[src/hw/rob_defs.svh]
`ifndef ROB_DEFS_SVH
`define ROB_DEFS_SVH

// buffer geometry
`define ROB_SIZE       16
`define ROB_WIDTH      4

// per-cycle bandwidth
`define DISPATCH_WIDTH 2
`define COMMIT_WIDTH   2
`define WB_PORTS       2

// field widths
`define EXC_WIDTH      4
`define PREG_WIDTH     6
`define VREG_WIDTH     5

`endif
[src/hw/robStoragePkg.sv]
`include "rob_defs.svh"

package robStoragePkg;

    // slot number within the buffer
    typedef logic [`ROB_WIDTH-1:0] robPtrT;

    // dir toggles each time the pointer passes the last entry
    typedef struct packed {
        logic   dir;
        robPtrT idx;
    } robIdxT;

    typedef logic [`EXC_WIDTH-1:0] excCodeT;

    // all ones means no exception
    localparam excCodeT EXC_NONE = '1;

    // holds 0 up to ROB_SIZE
    typedef logic [`ROB_WIDTH:0] countT;

    typedef struct packed {
        logic                   we;
        logic [`VREG_WIDTH-1:0] vrd;
        logic [`PREG_WIDTH-1:0] prd;
        logic [`PREG_WIDTH-1:0] oldPrd;
    } robEntryT;

endpackage

[src/hw/robPortPkg.sv]
`include "rob_defs.svh"

package robPortPkg;

    typedef struct packed {
        logic                    valid;
        robStoragePkg::robEntryT entry;
    } dispatchSlotT;

    // valid slots are packed from slot 0
    typedef struct packed {
        dispatchSlotT [`DISPATCH_WIDTH-1:0] slot;
    } dispatchReqT;

    typedef struct packed {
        logic                   valid;
        robStoragePkg::robIdxT  idx;
        robStoragePkg::excCodeT code;
    } wbSlotT;

    typedef struct packed {
        wbSlotT [`WB_PORTS-1:0] port;
    } wbPortT;

    typedef struct packed {
        logic                    valid;
        robStoragePkg::robEntryT entry;
    } commitSlotT;

    // slot i holds the entry at headIdx + i
    typedef struct packed {
        commitSlotT [`COMMIT_WIDTH-1:0] slot;
        robStoragePkg::robIdxT          headIdx;
    } commitT;

    typedef struct packed {
        logic                   valid;
        robStoragePkg::robIdxT  idx;
        robStoragePkg::excCodeT code;
        logic [`VREG_WIDTH-1:0] vrd;
    } excReportT;

    // entries claimed by an accepted dispatch group
    typedef struct packed {
        robStoragePkg::robIdxT      tail;
        logic [`DISPATCH_WIDTH-1:0] en;
    } allocT;

endpackage

[src/hw/robTop.sv]
`timescale 1ns/1ps
`include "rob_defs.svh"

module robTop (
    input  logic                    clk,
    input  logic                    rst,
    input  robPortPkg::dispatchReqT dispatch,
    input  robPortPkg::wbPortT      writeback,
    output robStoragePkg::robIdxT   allocIdx,
    output logic                    full,
    output robPortPkg::commitT      commit,
    output robPortPkg::excReportT   exception
);
    import robStoragePkg::*;
    import robPortPkg::*;

    robIdxT                          head;
    robIdxT                          tail;
    countT                           retireCount;
    logic                            flush;
    logic                            accept;
    logic [`COMMIT_WIDTH-1:0]        retireMask;
    logic [`COMMIT_WIDTH-1:0]        doneAtHead;
    excCodeT [`COMMIT_WIDTH-1:0]     excAtHead;
    robEntryT [`COMMIT_WIDTH-1:0]    entriesAtHead;
    allocT                           alloc;
    logic [`DISPATCH_WIDTH-1:0]      ramWe;
    robPtrT [`DISPATCH_WIDTH-1:0]    ramWaddr;
    robEntryT [`DISPATCH_WIDTH-1:0]  ramWdata;
    robPtrT [`COMMIT_WIDTH-1:0]      ramRaddr;

    assign allocIdx = tail;

    always_comb begin
        alloc.tail = tail;
        for (int i = 0; i < `DISPATCH_WIDTH; i++) begin
            ramWe[i]    = dispatch.slot[i].valid && !full;
            ramWaddr[i] = robPtrT'(tail.idx + i);
            ramWdata[i] = dispatch.slot[i].entry;
            alloc.en[i] = dispatch.slot[i].valid && accept;
        end
        for (int i = 0; i < `COMMIT_WIDTH; i++) begin
            ramRaddr[i] = robPtrT'(head.idx + i);
        end
    end

    robPointers u_robPointers (
        .clk        (clk),
        .rst        (rst),
        .dispatch   (dispatch),
        .retireCount(retireCount),
        .flush      (flush),
        .head       (head),
        .tail       (tail),
        .full       (full),
        .accept     (accept)
    );

    robPayloadRam #(
        .DEPTH      (`ROB_SIZE),
        .WIDTH      ($bits(robEntryT)),
        .WRITE_PORTS(`DISPATCH_WIDTH),
        .READ_PORTS (`COMMIT_WIDTH)
    ) u_robPayloadRam (
        .clk  (clk),
        .we   (ramWe),
        .waddr(ramWaddr),
        .wdata(ramWdata),
        .raddr(ramRaddr),
        .rdata(entriesAtHead)
    );

    robCompletion u_robCompletion (
        .clk       (clk),
        .rst       (rst),
        .writeback (writeback),
        .alloc     (alloc),
        .head      (head),
        .retireMask(retireMask),
        .doneAtHead(doneAtHead),
        .excAtHead (excAtHead)
    );

    robCommitSelect u_robCommitSelect (
        .clk          (clk),
        .rst          (rst),
        .head         (head),
        .tail         (tail),
        .doneAtHead   (doneAtHead),
        .excAtHead    (excAtHead),
        .entriesAtHead(entriesAtHead),
        .retireMask   (retireMask),
        .retireCount  (retireCount),
        .flush        (flush),
        .commit       (commit),
        .exception    (exception)
    );

endmodule

[src/hw/robCommitSelect.sv]
`timescale 1ns/1ps
`include "rob_defs.svh"

module robCommitSelect (
    input  logic                                       clk,
    input  logic                                       rst,
    input  robStoragePkg::robIdxT                      head,
    input  robStoragePkg::robIdxT                      tail,
    input  logic [`COMMIT_WIDTH-1:0]                   doneAtHead,
    input  robStoragePkg::excCodeT [`COMMIT_WIDTH-1:0]  excAtHead,
    input  robStoragePkg::robEntryT [`COMMIT_WIDTH-1:0] entriesAtHead,
    output logic [`COMMIT_WIDTH-1:0]                   retireMask,
    output robStoragePkg::countT                       retireCount,
    output logic                                       flush,
    output robPortPkg::commitT                         commit,
    output robPortPkg::excReportT                      exception
);
    import robStoragePkg::*;

    localparam int SLOT_W = (`COMMIT_WIDTH > 1) ? $clog2(`COMMIT_WIDTH) : 1;

    countT                    validCount;
    logic [`COMMIT_WIDTH-1:0] commitMask;
    logic [SLOT_W-1:0]        excSlot;
    logic                     inGroup;

    // occupancy from the dir-extended pointers
    assign validCount = countT'(tail - head);

    always_comb begin
        inGroup     = 1'b1;
        retireMask  = '0;
        commitMask  = '0;
        retireCount = '0;
        flush       = 1'b0;
        excSlot     = '0;
        for (int i = 0; i < `COMMIT_WIDTH; i++) begin
            if (inGroup && validCount > countT'(i) && doneAtHead[i]) begin
                retireMask[i] = 1'b1;
                retireCount   = retireCount + 1'b1;
                if (excAtHead[i] != EXC_NONE) begin
                    // faulting entry leaves the buffer but is not committed
                    flush   = 1'b1;
                    excSlot = SLOT_W'(i);
                    inGroup = 1'b0;
                end else begin
                    commitMask[i] = 1'b1;
                end
            end else begin
                inGroup = 1'b0;
            end
        end
    end

    always_ff @(posedge clk or posedge rst) begin
        if (rst) begin
            commit    <= '0;
            exception <= '0;
        end else begin
            commit.headIdx <= head;
            for (int i = 0; i < `COMMIT_WIDTH; i++) begin
                commit.slot[i].valid <= commitMask[i];
                commit.slot[i].entry <= entriesAtHead[i];
            end
            exception.valid <= flush;
            exception.idx   <= robIdxT'(head + countT'(excSlot));
            exception.code  <= excAtHead[excSlot];
            exception.vrd   <= entriesAtHead[excSlot].vrd;
        end
    end

    generate
        for (genvar i = 0; i < `COMMIT_WIDTH; i++) begin : gSameIdx
            assert property (@(posedge clk) disable iff (rst)
                !(commit.slot[i].valid && exception.valid
                  && exception.idx == robIdxT'(commit.headIdx + i)))
                else $error("robCommitSelect: slot %0d commits the faulting entry", i);
        end
    endgenerate

endmodule

[src/hw/robCompletion.sv]
`timescale 1ns/1ps
`include "rob_defs.svh"

module robCompletion (
    input  logic                                      clk,
    input  logic                                      rst,
    input  robPortPkg::wbPortT                        writeback,
    input  robPortPkg::allocT                         alloc,
    input  robStoragePkg::robIdxT                     head,
    input  logic [`COMMIT_WIDTH-1:0]                  retireMask,
    output logic [`COMMIT_WIDTH-1:0]                  doneAtHead,
    output robStoragePkg::excCodeT [`COMMIT_WIDTH-1:0] excAtHead
);
    import robStoragePkg::*;

    logic [`ROB_SIZE-1:0] done;
    excCodeT              excCode [`ROB_SIZE];

    // later loops take priority on the same entry
    always_ff @(posedge clk or posedge rst) begin
        if (rst) begin
            done <= '0;
        end else begin
            for (int i = 0; i < `COMMIT_WIDTH; i++) begin
                if (retireMask[i]) begin
                    done[robPtrT'(head.idx + i)] <= 1'b0;
                end
            end
            for (int i = 0; i < `DISPATCH_WIDTH; i++) begin
                if (alloc.en[i]) begin
                    done[robPtrT'(alloc.tail.idx + i)] <= 1'b0;
                end
            end
            for (int i = 0; i < `WB_PORTS; i++) begin
                if (writeback.port[i].valid) begin
                    done[writeback.port[i].idx.idx] <= 1'b1;
                end
            end
        end
    end

    always_ff @(posedge clk) begin
        for (int i = 0; i < `WB_PORTS; i++) begin
            if (writeback.port[i].valid) begin
                excCode[writeback.port[i].idx.idx] <= writeback.port[i].code;
            end
        end
    end

    // status of the oldest entries
    always_comb begin
        for (int i = 0; i < `COMMIT_WIDTH; i++) begin
            doneAtHead[i] = done[robPtrT'(head.idx + i)];
            excAtHead[i]  = excCode[robPtrT'(head.idx + i)];
        end
    end

    generate
        for (genvar i = 0; i < `WB_PORTS; i++) begin : gWbCheck
            assert property (@(posedge clk) disable iff (rst)
                writeback.port[i].valid |-> !done[writeback.port[i].idx.idx])
                else $error("robCompletion: port %0d writes back a completed entry", i);
        end
    endgenerate

endmodule

[src/hw/robPointers.sv]
`timescale 1ns/1ps
`include "rob_defs.svh"

module robPointers (
    input  logic                    clk,
    input  logic                    rst,
    input  robPortPkg::dispatchReqT dispatch,
    input  robStoragePkg::countT    retireCount,
    input  logic                    flush,
    output robStoragePkg::robIdxT   head,
    output robStoragePkg::robIdxT   tail,
    output logic                    full,
    output logic                    accept
);
    import robStoragePkg::*;

    countT  freeCount;
    countT  validCount;
    countT  groupSize;
    countT  addNum;
    robIdxT headNext;

    always_comb begin
        groupSize = '0;
        for (int i = 0; i < `DISPATCH_WIDTH; i++) begin
            groupSize = groupSize + countT'(dispatch.slot[i].valid);
        end
    end

    assign full   = flush || (freeCount < groupSize);
    assign accept = !full && (groupSize != '0);
    assign addNum = accept ? groupSize : '0;

    // dir is the top bit so the add carries into it on wrap
    assign headNext = robIdxT'(head + retireCount);

    always_ff @(posedge clk or posedge rst) begin
        if (rst) begin
            head       <= '0;
            tail       <= '0;
            freeCount  <= countT'(`ROB_SIZE);
            validCount <= '0;
        end else begin
            head <= headNext;
            if (flush) begin
                // everything younger than the fault is dropped
                tail       <= headNext;
                freeCount  <= countT'(`ROB_SIZE);
                validCount <= '0;
            end else begin
                tail       <= robIdxT'(tail + addNum);
                freeCount  <= freeCount + retireCount - addNum;
                validCount <= validCount - retireCount + addNum;
            end
        end
    end

    assert property (@(posedge clk) disable iff (rst) validCount <= countT'(`ROB_SIZE))
        else $error("robPointers: valid count %0d above buffer size", validCount);

    assert property (@(posedge clk) disable iff (rst) retireCount <= validCount)
        else $error("robPointers: retiring %0d entries with only %0d valid", retireCount,
            validCount);

endmodule

[src/hw/robPayloadRam.sv]
`timescale 1ns/1ps

module robPayloadRam #(
    parameter int DEPTH       = 16,
    parameter int WIDTH       = 18,
    parameter int WRITE_PORTS = 2,
    parameter int READ_PORTS  = 2
) (
    input  logic                                     clk,
    input  logic [WRITE_PORTS-1:0]                   we,
    input  logic [WRITE_PORTS-1:0][$clog2(DEPTH)-1:0] waddr,
    input  logic [WRITE_PORTS-1:0][WIDTH-1:0]        wdata,
    input  logic [READ_PORTS-1:0][$clog2(DEPTH)-1:0]  raddr,
    output logic [READ_PORTS-1:0][WIDTH-1:0]         rdata
);

    logic [WIDTH-1:0] mem [DEPTH];

    // higher port is written last and wins a clash
    always_ff @(posedge clk) begin
        for (int i = 0; i < WRITE_PORTS; i++) begin
            if (we[i]) begin
                mem[waddr[i]] <= wdata[i];
            end
        end
    end

    always_comb begin
        for (int i = 0; i < READ_PORTS; i++) begin
            rdata[i] = mem[raddr[i]];
        end
    end

    generate
        for (genvar i = 0; i < WRITE_PORTS; i++) begin : gPortA
            for (genvar j = i + 1; j < WRITE_PORTS; j++) begin : gPortB
                assert property (@(posedge clk)
                    !(we[i] && we[j] && waddr[i] == waddr[j]))
                    else $error("robPayloadRam: write ports %0d and %0d share an address", i, j);
            end
        end
    endgenerate

endmodule

[config.mk]
export PLATFORM = sky130hd
export DESIGN_NAME = robTop
export DESIGN_NICKNAME = d
export VERILOG_FILES = /design/src/hw/robStoragePkg.sv /design/src/hw/robPortPkg.sv /design/src/hw/robTop.sv /design/src/hw/robCommitSelect.sv /design/src/hw/robCompletion.sv /design/src/hw/robPointers.sv /design/src/hw/robPayloadRam.sv
export VERILOG_INCLUDE_DIRS = /design/src /design/src/hw
export SDC_FILE = /design/constraint.sdc
export NUM_CORES = 1
export LEC_CHECK = 0
export BUFFER_PORTS_ARGS = -buffer_cell sky130_fd_sc_hd__buf_2
export CORE_ASPECT_RATIO = 0.7
export CORE_MARGIN = 2
export CORE_UTILIZATION = 45
export DETAILED_ROUTE_END_ITERATION = 8
export GPL_TIMING_DRIVEN = 0
export PLACE_DENSITY = 0.66
export SLEW_MARGIN = 5
export SYNTH_ARGS = -nofsm -noshare
export SYNTH_HDL_FRONTEND = slang
export SYNTH_SLANG_ARGS = --single-unit
[constraint.sdc]
create_clock -name clk -period 6.3 [get_ports clk]
set_input_delay 1.26 -clock clk [delete_from_list [all_inputs] [get_ports clk]]
set_output_delay 1.26 -clock clk [all_outputs]
set_load 0.01 [all_outputs]
==> qor.yml, run 1 <==
cells_and_area:
  n_fill_cell: 4570
  drive_above_1_share_pct: 50.4
  area_growth_pct: 13.9
  final_cells: 2520
  fin_nets: 1830
floorplan:
  start_util_pct: 45.7
  die_area_um2: 58400
  die_x_um: 288
  ios: 124
  core-area_um2: 55500
  die_h_um: 203
  rows: 72
min_path:
  min_from: "u_robPointers.head[3]"
  whs_path_depth: 0
  hp-class: "reg -> reg"
  hold_end: "u_robCommitSelect.commit[3]"
synthesis:
  synthMuxAreaShare_pct: 36.8
  synth-simple-area-share_pct: 4.57
  synth_edf_count: 352
  synth_ff_type: "edfxtp_1"
  yosys.area.top_type: "edfxtp_1"
  syn_nets: 1625
  synth_top_family_by_area: "multiplexers"
  synthCells: 1536
  ys_warn_count: 0
  synth_area_leaders: "edfxtp_1, mux4_2, mux2_2"
  ys_ff_latch: 441
  synth.most_common_cell: "edfxtp_1"
  postSynthAreaPerCell_um2: 16.5
  synthArstFlopShare_pct: 20.2
  yosysSeqAreaShare_pct: 50.4
  synth_compound_area_share_pct: 2.62
  synth_fa_ha_area_share_pct: 1.58
  syn_area_um2: 25400
  yosysUniqueCellTypes: 65
  synth_top_area_share_pct: 41.6
  synth_xor_area_share_pct: 0.646
  synth_common_cells: "edfxtp_1, mux2_2, mux4_2, dfrtp_1, mux2_4"
worst_setup_path:
  cp_max_fo: 17
  regToRegSetupSlack_ns: 0.27
  path_class: "reg -> out"
  slowest_delay_ns: 0.53
  critPathLaunchType: "flop"
  endpoint_kind: "output port"
  crit_arrival_ns: 4.79
  cp_cell_sequence: "buf_6 -> buf_6 -> buf_4 -> inv_1 -> ha_1 -> buf_4 -> buf_6 -> mux4_2 -> a211oi_2 -> a31oi_1 -> and4_4 -> o211a_1 -> buf_6 -> buf_12 -> inv_4 -> buf_2"
  crit_required_ns: 5.04
  ff2ff_path_depth: 21
  cp_slowest_cell: "mux4_2"
  worstReg2RegStart: "u_robPointers.head[3]"
  cp_common_cell: "buf_6"
  worstReg2RegEnd: "u_robPointers.freeCount[3]"
placed_design:
  portBuffers: 121
  post-place-ws_ns: -1.64
  dpl.cell_count: 2436
  gp_congestion: 0.912
  dp_hpwl_um: 58700
clocking:
  clk_latency_ns: 0.60
  cts_tree: "yes"
  postCtsSetupRepairBufs: 0
  clk_pin_slew_worst_paths_ns: 0.06
  clockBufferDepth: 3
  htree_levels: 2
  clkSinkCount: 441
  cts_resized: 11
  ctsHoldBuffers: 0
  cts-root-buf: "clkbuf_16"
  cts_buffers: 47
global_route:
  grt_pass1_wl_um: 114000
  antenna_found_initial: 2
  grt.total_usage_pct: 27.4
  grt_overflow: 0
  grt_pass1_vias: 16169
  grt_start_max_net_pins: 64
routing:
  totalWireLength_um: 79600
  drt_iter0_drc: 1894
  drc: 0
  avgViaCountPerCell: 6.44
  wl_per_cell_um: 31.6
  vias: 16240
  drt_first_pass_iters: 5
  ant_nets: 0
timing:
  setup_viol: 0
  fmax_mhz: 165
  slew_headroom_pct: 12.6
  final-max-slew-violation-count: 0
  fin_ws_ns: 0.248
  fin_crit_sh_pct: 96.1
  period_needed_ns: 6.05
  clock_skew_ns: 0.0240
  whs_ns: 0.436
  tightest_slew_ns: 1.30
  finalHoldViolCount: 0
  rsz0062_at_grt: "no"
power:
  vdd_drop_max_mv: 0.361
  power_density_nw_per_um2: 512
  p_leak_nw: 10.3
run:
  maxCapViolCount: 0
run_status:
  outcome: "complete, no violations"
## where the power goes
| group | switching [mW] | internal [mW] | leakage (nW) |
|---|---|---|---|
| Clock | 1.19 | 1.52 | 0.718 |
| Combinational | 4.57 | 3.41 | 5.35 |
| Sequential | 0.285 | 3.84 | 4.22 |
## worst max-delay path, delay by kind of cell, from the launching register on
kind	cells	cell delay [ns]
compound gates	3	0.70
fa+ha+maj	1	0.31
buf+inv	10	1.91
flops	1	0.46
mux	1	0.53
simple gates	1	0.26
## kinds of logic after synthesis
family                     Yosys count
buffers and inverters              170
and+or+nand+nor                    197
AOI/OAI and AO/OA                   95
DFF                                441
muxes                              587
adders and majority gates           29
xor gates and xnor gates            17
## metal layers
layer | global-route usage [%] | share of wire, %
met3 | 10.2 | 13
met4 | 8.75 | 3.0
met1 | 40.3 | 42
met5 | 0 | 0
met2 | 37.5 | 42
## through the flow
step                total power, mW  util [%]  setup TNS [ns]  area (um^2)
finish                         14.8      52.1               0        28900
global route                   15.4      52.1               0        28900
CTS                            14.7      52.1               0        28900
detailed placement             12.0      49.5         -259.98        27400
global placement               11.8      48.5        -1000.73        26900
floorplan                      9.32         -               0        25400
## placed cells by master (no fill, tap or decap), drive strengths merged, types with 4 or more instances in the layout
master / synthesis / final
and3: 4 / 4
edfxtp: 352 / 352
inv: 32 / 33
nor4: 18 / 18
a21oi: 8 / 8
nor2: 28 / 28
and2: 9 / 9
mux2i: 8 / 8
xnor2: 10 / 10
o21ai: 17 / 17
mux4: 216 / 216
o21bai: 14 / 14
ha: 24 / 24
xor2: 7 / 7
buf: 68 / 223
nand3b: 6 / 6
a22oi: 10 / 10
mux2: 363 / 363
nand2b: 11 / 11
nor2b: 6 / 6
fa: 5 / 5
nand2: 52 / 52
a211oi: 6 / 6
clkinv: 1 / 20
a31oi: 8 / 8
nor3: 18 / 18
clkbuf: 69 / 133
dfrtp: 88 / 88
o211ai: 11 / 11
nand3: 33 / 33
o22ai: 8 / 8
o311ai: 4 / 4
## sequential cells by signal, indices dropped and copies added, names as in the netlist
register,cells
u_robPointers.head,5
u_robPointers.tail,5
u_robCompletion.done,16
u_robPayloadRam.mem,288
u_robCompletion.excCode,64
u_robCommitSelect.exception,15
u_robCommitSelect.commit,43
u_robPointers.freeCount,5
## layout make-up
class	instances	area [um^2]	share of cell area (%)
multi-input combinational	925	11800	40.9
clock buffer	63	1260	4.34
timing repair buffer	160	1030	3.56
tap	740	926	3.20
antenna	2	5.00	0.0173
clock inverter	23	204	0.705
buffer	133	746	2.58
sequential	441	12800	44.3
inverter	33	129	0.446
## how the worst max path moves through the flow
| stage | end | from | slack (ns) |
|---|---|---|---|
| after floorplan | u_robPayloadRam.mem[1][0] | u_robPointers.head[1] | 0.02 |
| after global placement | u_robPayloadRam.mem[13][15] | u_robPointers.head[1] | -5.22 |
| after detailed placement | u_robPointers.freeCount[4] | u_robPointers.head[1] | -1.64 |
| after CTS | full | u_robPointers.head[0] | 0.05 |
| after global routing | u_robPointers.freeCount[3] | u_robPointers.head[3] | 0.01 |
| final | full | u_robPointers.head[0] | 0.25 |
Note: power is estimated with default switching activity, not from simulation.
==> inputs of run 2 (changes only) <==
--- a/config.mk
+++ b/config.mk
@@ -12,7 +12,8 @@
 export CORE_UTILIZATION = 45
 export DETAILED_ROUTE_END_ITERATION = 8
 export GPL_TIMING_DRIVEN = 0
-export PLACE_DENSITY = 0.66
+export PLACE_DENSITY = 0.64
+export SKIP_CTS_REPAIR_TIMING = 1
 export SLEW_MARGIN = 5
 export SYNTH_ARGS = -nofsm -noshare
 export SYNTH_HDL_FRONTEND = slang
==> constraint.sdc (replaced) <==
create_clock -name clk -period 7.8 [get_ports clk]
set_input_delay 1.56 -clock clk [delete_from_list [all_inputs] [get_ports clk]]
set_output_delay 1.56 -clock clk [all_outputs]
set_load 0.01 [all_outputs]
==> run 2 against run 1 <==
  * Sequential share of layout area fell by 0.30 points
  * Die area did not move
  * Register-to-register slack improved by 0.57 ns
  * Routed wire length fell by 0.39%
  * Setup slack improved by 0.16 ns
  * Critical path type unchanged
  * Largest power group unchanged
  * Highest routed layer unchanged
==> qor.yml, run 2 (synthesized netlist as in run 1, its figures left out) <==
run_status:
  outcome: "complete, no violations"
clocking:
  cts_tree: "yes"
  cts_buffers: 47  # unchanged
  clockBufferDepth: 3  # unchanged
  cts-root-buf: "clkbuf_16"
  clk_pin_slew_worst_paths_ns: 0.06  # about the same
  clk_latency_ns: 0.60  # about the same
  htree_levels: 2  # unchanged
  clkSinkCount: 441  # unchanged
power:
  power_frac_seq_pct: 27.4  # -0.4 points
  vdd_drop_max_mv: 0.225  # -38%
  switching_share_pct: 39.4  # -1.4 points
  p_leak_nw: 10.4  # +1.1%
  pwr-share-comb_pct: 52.1  # -1.8 points
  p_int_mw: 7.32  # -17%
  clockPowerShare_pct: 20.4  # +2.1 points
  switching_power_mw: 4.77  # -21%
  power_density_nw_per_um2: 415  # -19%
floorplan:
  core-area_um2: 55500  # unchanged
  start_util_pct: 45.7  # unchanged
  die_h_um: 203  # unchanged
  die_x_um: 288  # unchanged
  ios: 124  # unchanged
  rows: 72  # unchanged
  die_area_um2: 58400  # unchanged
global_route:
  grt_pass1_wl_um: 113000  # -0.42%
  antenna_found_initial: 1  # -1
  grt_pass1_vias: 15958  # -1.3%
  grt.total_usage_pct: 27.3  # -0.14 points
  grt_start_max_net_pins: 57  # -11%
  grt_overflow: 0  # unchanged
cells_and_area:
  fin_nets: 1832  # +0.11%
  utilization_pct: 52.5  # +0.34 points
  num_antenna_cells: 0  # -2
  largest_register_ffs: 288  # unchanged
  n_fill_cell: 4534  # -0.79%
  final_cells: 2522  # +0.079%
  final_cell_mix: "edfxtp_1, mux2_2, mux4_2, buf_2, dfrtp_1"
  drive_above_1_share_pct: 50.9  # +0.45 points
  multiInputGateArea_um2: 11800  # -0.11%
  final_common_cell: "edfxtp_1"
  seqCellArea_um2: 12800  # about the same
  area_growth_pct: 14.7
timing:
  tightest_slew_ns: 1.43  # +0.124 ns
  period_needed_ns: 7.40
  final-max-slew-violation-count: 0  # unchanged
  slew_headroom_pct: 3.99  # -8.6 points
  rsz0062_at_grt: "no"
  clock_skew_ns: 0.0120  # -0.0120 ns
  tns_ns: 0  # unchanged
  fmax_mhz: 135
  setup_viol: 0  # unchanged
  finalHoldViolCount: 0  # unchanged
  fin_crit_sh_pct: 94.8
placed_design:
  gp_congestion: 0.926  # +1.6%
  portBuffers: 121  # unchanged
  dpl.cell_count: 2435  # -0.041%
  dp_hpwl_um: 58100  # -1.0%
worst_setup_path:
  endpoint_kind: "output port"
  path_class: "reg -> out"
  crit_required_ns: 6.24  # +1.20 ns
  cp_max_fo: 19  # +2
  crit_arrival_ns: 5.84  # +1.05 ns
  critPathLaunchType: "flop"
routing:
  vias: 16350  # +0.68%
  drt_first_pass_iters: 5  # unchanged
  wl_per_cell_um: 31.4  # -0.47%
  drt_iter0_drc: 2421  # +28%
  drc: 0  # unchanged
  avgViaCountPerCell: 6.48  # +0.60%
  ant_nets: 0  # unchanged
  totalWireLength_um: 79300  # -0.39%
min_path:
  hp-class: "reg -> reg"
run:
  maxCapViolCount: 0  # unchanged
run 2: cell type report:
type / count / area share (%)
Sequential cell: 441 / 44.0
Multi-Input combinational cell: 925 / 40.6
Clock buffer: 70 / 4.83
Timing Repair Buffer: 159 / 3.47
Tap cell: 740 / 3.18
Buffer: 136 / 2.57
Clock inverter: 18 / 0.984
Inverter: 33 / 0.434
run 2: worst paths after layout:
check / start / endpoint / slack [ns] / cells after the start
setup / recovery: u_robPointers.head[1] / full / 0.40 / 17
hold / removal: u_robPointers.head[3] / u_robCommitSelect.commit[3] / 0.37 / 0
setup reg to reg: u_robPointers.head[1] / u_robPointers.freeCount[4] / 0.84 / 24
hold reg to reg: u_robPointers.head[3] / u_robCommitSelect.commit[3] / 0.37 / 0
max in group asynchronous: rst / u_robCommitSelect.commit[24] / 6.08 / 3
min in group asynchronous: rst / u_robCommitSelect.exception[14] / 1.01 / 2
run 2: metrics by stage:
step	hold WS (ns)	power (mW)	instance area, um^2	setup WS, ns
after floorplan	0.349	7.53	25400	1.52
after global placement	0.359	9.40	26900	-3.59
after detailed placement	0.358	9.60	27400	-0.0821
after CTS	0.370	12.1	29100	-0.535
after global routing	0.392	12.6	29100	0.0234
final	0.370	12.1	29100	0.404
run 2: per-layer routing:
layer	vias to the layer above	part of all wire [%]	track usage, %
met1	8603	44	42.2
li1	6632	-	-
met3	104	12	7.39
met5	-	0	0
met2	1011	43	38.5
met4	0	1.7	5.61
run 2: critical path, cell delays in order (launching register included):
cell and delay [ns]:
dfrtp_1 0.48, buf_6 0.19, buf_2 0.47, clkbuf_2 0.52, inv_1 0.29, ha_1 0.35
buf_4 0.20, buf_4 0.27, buf_2 0.41, mux2i_1 0.19, a31oi_1 0.35, o211ai_1 0.18
o211a_1 0.29, buf_6 0.15, buf_12 0.16, inv_2 0.11, buf_2 0.33, buf_2 0.20
run 2: power by group through the flow:
stage	registers, mW	clock network [mW]	logic (mW)
2_1_floorplan	3.39	0	4.14
3_3_place_gp	3.37	0	6.03
3_5_place_dp	3.36	0	6.24
4_1_cts	3.32	2.49	6.27
5_1_grt	3.36	2.58	6.66
6_report	3.32	2.47	6.31
==> inputs of run 3 (changes only) <==
--- a/config.mk
+++ b/config.mk
@@ -13,6 +13,7 @@
 export DETAILED_ROUTE_END_ITERATION = 8
 export GPL_TIMING_DRIVEN = 0
 export PLACE_DENSITY = 0.64
+export RECOVER_POWER = 50
 export SKIP_CTS_REPAIR_TIMING = 1
 export SLEW_MARGIN = 5
 export SYNTH_ARGS = -nofsm -noshare
==> run 3 against run 2 <==
  * The run now ends with capacitance limit, slew limit left
  * Sequential power is essentially flat
  * Total power fell by 1.3%
  * Core utilization fell by 0.55 points
  * Die area did not move
  * Largest cell class unchanged
  * Highest routed layer unchanged
  * First-iteration DRC count fell by 5.9%
  * Routed wire length is 0.21% higher
  * Flip-flop and latch count unchanged
  * Clock power about the same
  * Fmax up 0.40%
==> qor.yml, run 3 (synthesized netlist as in run 1, its figures left out) <==
cells_and_area:
  multiInputGateArea_um2: 11700  # -1.4%
  fin_nets: 1832  # unchanged
  seqCellArea_um2: 12800  # unchanged
  largest_register_ffs: 288  # unchanged
  n_fill_cell: 4601  # +1.5%
  area_growth_pct: 13.5
  final_common_cell: "edfxtp_1"
  final_cell_mix: "edfxtp_1, mux2_2, mux4_2, clkbuf_1, dfrtp_1"
  drive_above_1_share_pct: 45.1  # -5.8 points
  num_antenna_cells: 0  # unchanged
clocking:
  clockBufferDepth: 3  # unchanged
  clkSinkCount: 441  # unchanged
  cts_buffers: 47  # unchanged
  htree_levels: 2  # unchanged
  cts-root-buf: "clkbuf_16"
  clk_latency_ns: 0.60  # about the same
  clk_pin_slew_worst_paths_ns: 0.06  # about the same
  cts_tree: "yes"
global_route:
  grt_start_max_net_pins: 57  # unchanged
  grt_overflow: 0  # unchanged
  grt.total_usage_pct: 27.3  # unchanged
  grt_pass1_vias: 15958  # unchanged
  grt_pass1_wl_um: 113000  # unchanged
  antenna_found_initial: 1  # unchanged
floorplan:
  die_h_um: 203  # unchanged
  ios: 124  # unchanged
  die_area_um2: 58400  # unchanged
  core-area_um2: 55500  # unchanged
  die_x_um: 288  # unchanged
  rows: 72  # unchanged
  start_util_pct: 45.7  # unchanged
worst_setup_path:
  endpoint_kind: "output port"
  slowest_delay_ns: 0.52  # about the same
  regToRegSetupSlack_ns: 0.87  # +0.03 ns
  path_class: "reg -> out"
  crit_required_ns: 6.24  # about the same
  cp_common_cell: "buf_2"
  cp_cell_sequence: "buf_6 -> buf_2 -> clkbuf_2 -> inv_1 -> ha_1 -> buf_4 -> buf_4 -> buf_2 -> mux2i_1 -> a31oi_1 -> o211ai_1 -> o211a_1 -> buf_6 -> buf_12 -> inv_2 -> buf_2 -> buf_2"
  cp_slowest_cell: "clkbuf_2"
  cp_max_fo: 19  # unchanged
  crit_arrival_ns: 5.81  # -0.03 ns
  critPathLaunchType: "flop"
  cp_num_buf_inv: 12  # unchanged
  crit_family: "buffers and inverters"
power:
  power_density_nw_per_um2: 414  # -0.29%
  p_leak_nw: 10.2  # -2.4%
  vdd_drop_max_mv: 0.207  # -7.9%
timing:
  fin_ws_ns: 0.434  # +0.0297 ns
  period_needed_ns: 7.37  # -0.0297 ns
  fmax_mhz: 136  # +0.40%
  setup_viol: 0  # unchanged
  final-max-slew-violation-count: 103  # +103
  finalHoldViolCount: 0  # unchanged
  tightest_slew_ns: 3.28  # +1.85 ns
  clock_skew_ns: 0.0134  # +0.00143 ns
  fin_crit_sh_pct: 94.4  # -0.38 points
  whs_ns: 0.371  # +0.000808 ns
  rsz0062_at_grt: "no"
  slew_headroom_pct: -118  # -120 points
run_status:
  outcome: "finished, violations left"
  violations: "capacitance limit, slew limit"
min_path:
  hp-class: "reg -> reg"
routing:
  totalWireLength_um: 79500  # +0.21%
  ant_nets: 0  # unchanged
  vias: 16333  # -0.10%
  drc: 0  # unchanged
  wl_per_cell_um: 31.5  # +0.21%
  drt_iter0_drc: 2279  # -5.9%
  drt_first_pass_iters: 6  # +1
  avgViaCountPerCell: 6.48  # -0.10%
placed_design:
  portBuffers: 121  # unchanged
  dp_hpwl_um: 58100  # unchanged
  post-place-ws_ns: -0.0821  # unchanged
  gp_congestion: 0.926  # unchanged
run:
  maxCapViolCount: 4  # +4
run 3: cell count changes in the layout (fill, tap and decap cells not counted), moves of 7 or more:
cell,previous run,this run
clkbuf_1,79,161
buf_2,145,69
nand3_1,16,32
nand3_4,9,0
mux2_1,10,17
mux2_2,273,266
nand3_2,8,1
run 3: path summary, 6_finish.rpt:
kind                       cells past startpoint                      endpoint             startpoint
hold / removal                                 0   u_robCommitSelect.commit[3]  u_robPointers.head[3]
min in group asynchronous                      2    u_robPointers.freeCount[3]                    rst
hold reg to reg                                0   u_robCommitSelect.commit[3]  u_robPointers.head[3]
setup reg to reg                              24    u_robPointers.freeCount[4]  u_robPointers.head[1]
setup / recovery                              17                          full  u_robPointers.head[1]
max in group asynchronous                      3  u_robCommitSelect.commit[24]                    rst
run 3: where the power goes:
group	internal, mW	total [mW]	switching, mW
sequential	3.10	3.33	0.226
combinational	2.66	6.14	3.48
clock	1.48	2.47	0.983
total	7.24	11.9	4.69
run 3: final cells by class:
type,count,area share (%)
flip-flops and latches,441,44.4
multi-input cells,925,40.4
clock buffers,70,4.88
well taps,740,3.21
repair buffers,159,3.11
plain buffers,136,2.51
clock inverters,18,0.994
inverters,33,0.434
run 3: per-stage QoR:
step                      power, mW  setup TNS, ns  utilization [%]  area [um^2]  cells
after floorplan                7.53              0                -        25400   1536
after global placement         9.40        -514.37             48.5        26900   2397
after detailed placement       9.60         -0.158             49.4        27400   2435
after CTS                      12.1         -0.752             52.5        29100   2523
after global routing           12.4              0             51.9        28800   2522
final                          11.9              0             51.9        28800   2522
run 3: worst reg2reg max path: stages, from the launching register on:
cell and delay (ns):
dfrtp_1 0.48, buf_6 0.19, buf_2 0.47, clkbuf_2 0.53
inv_1 0.32, ha_1 0.36, buf_4 0.21, buf_4 0.28
buf_2 0.42, mux2i_1 0.19, a31oi_1 0.36, o211ai_1 0.18
o211a_1 0.29, buf_6 0.14, buf_12 0.14, inv_2 0.11
buf_2 0.34, nor3_1 0.19, fa_1 0.55, inv_1 0.07
fa_1 0.46, a21o_1 0.19, a21oi_1 0.18, xnor2_1 0.14
nand2_1 0.07
run 3: per-layer routing:
| metal | global-route usage, % | vias up | share of wire (%) | wire length (um) |
|---|---|---|---|---|
| li1 | - | 6620 | - | - |
| met1 | 42.2 | 8610 | 44 | 34800 |
| met2 | 38.5 | 990 | 42 | 33600 |
| met3 | 7.39 | 113 | 12 | 9610 |
| met4 | 5.61 | 0 | 1.9 | 1480 |
| met5 | 0 | - | 0 | 0 |
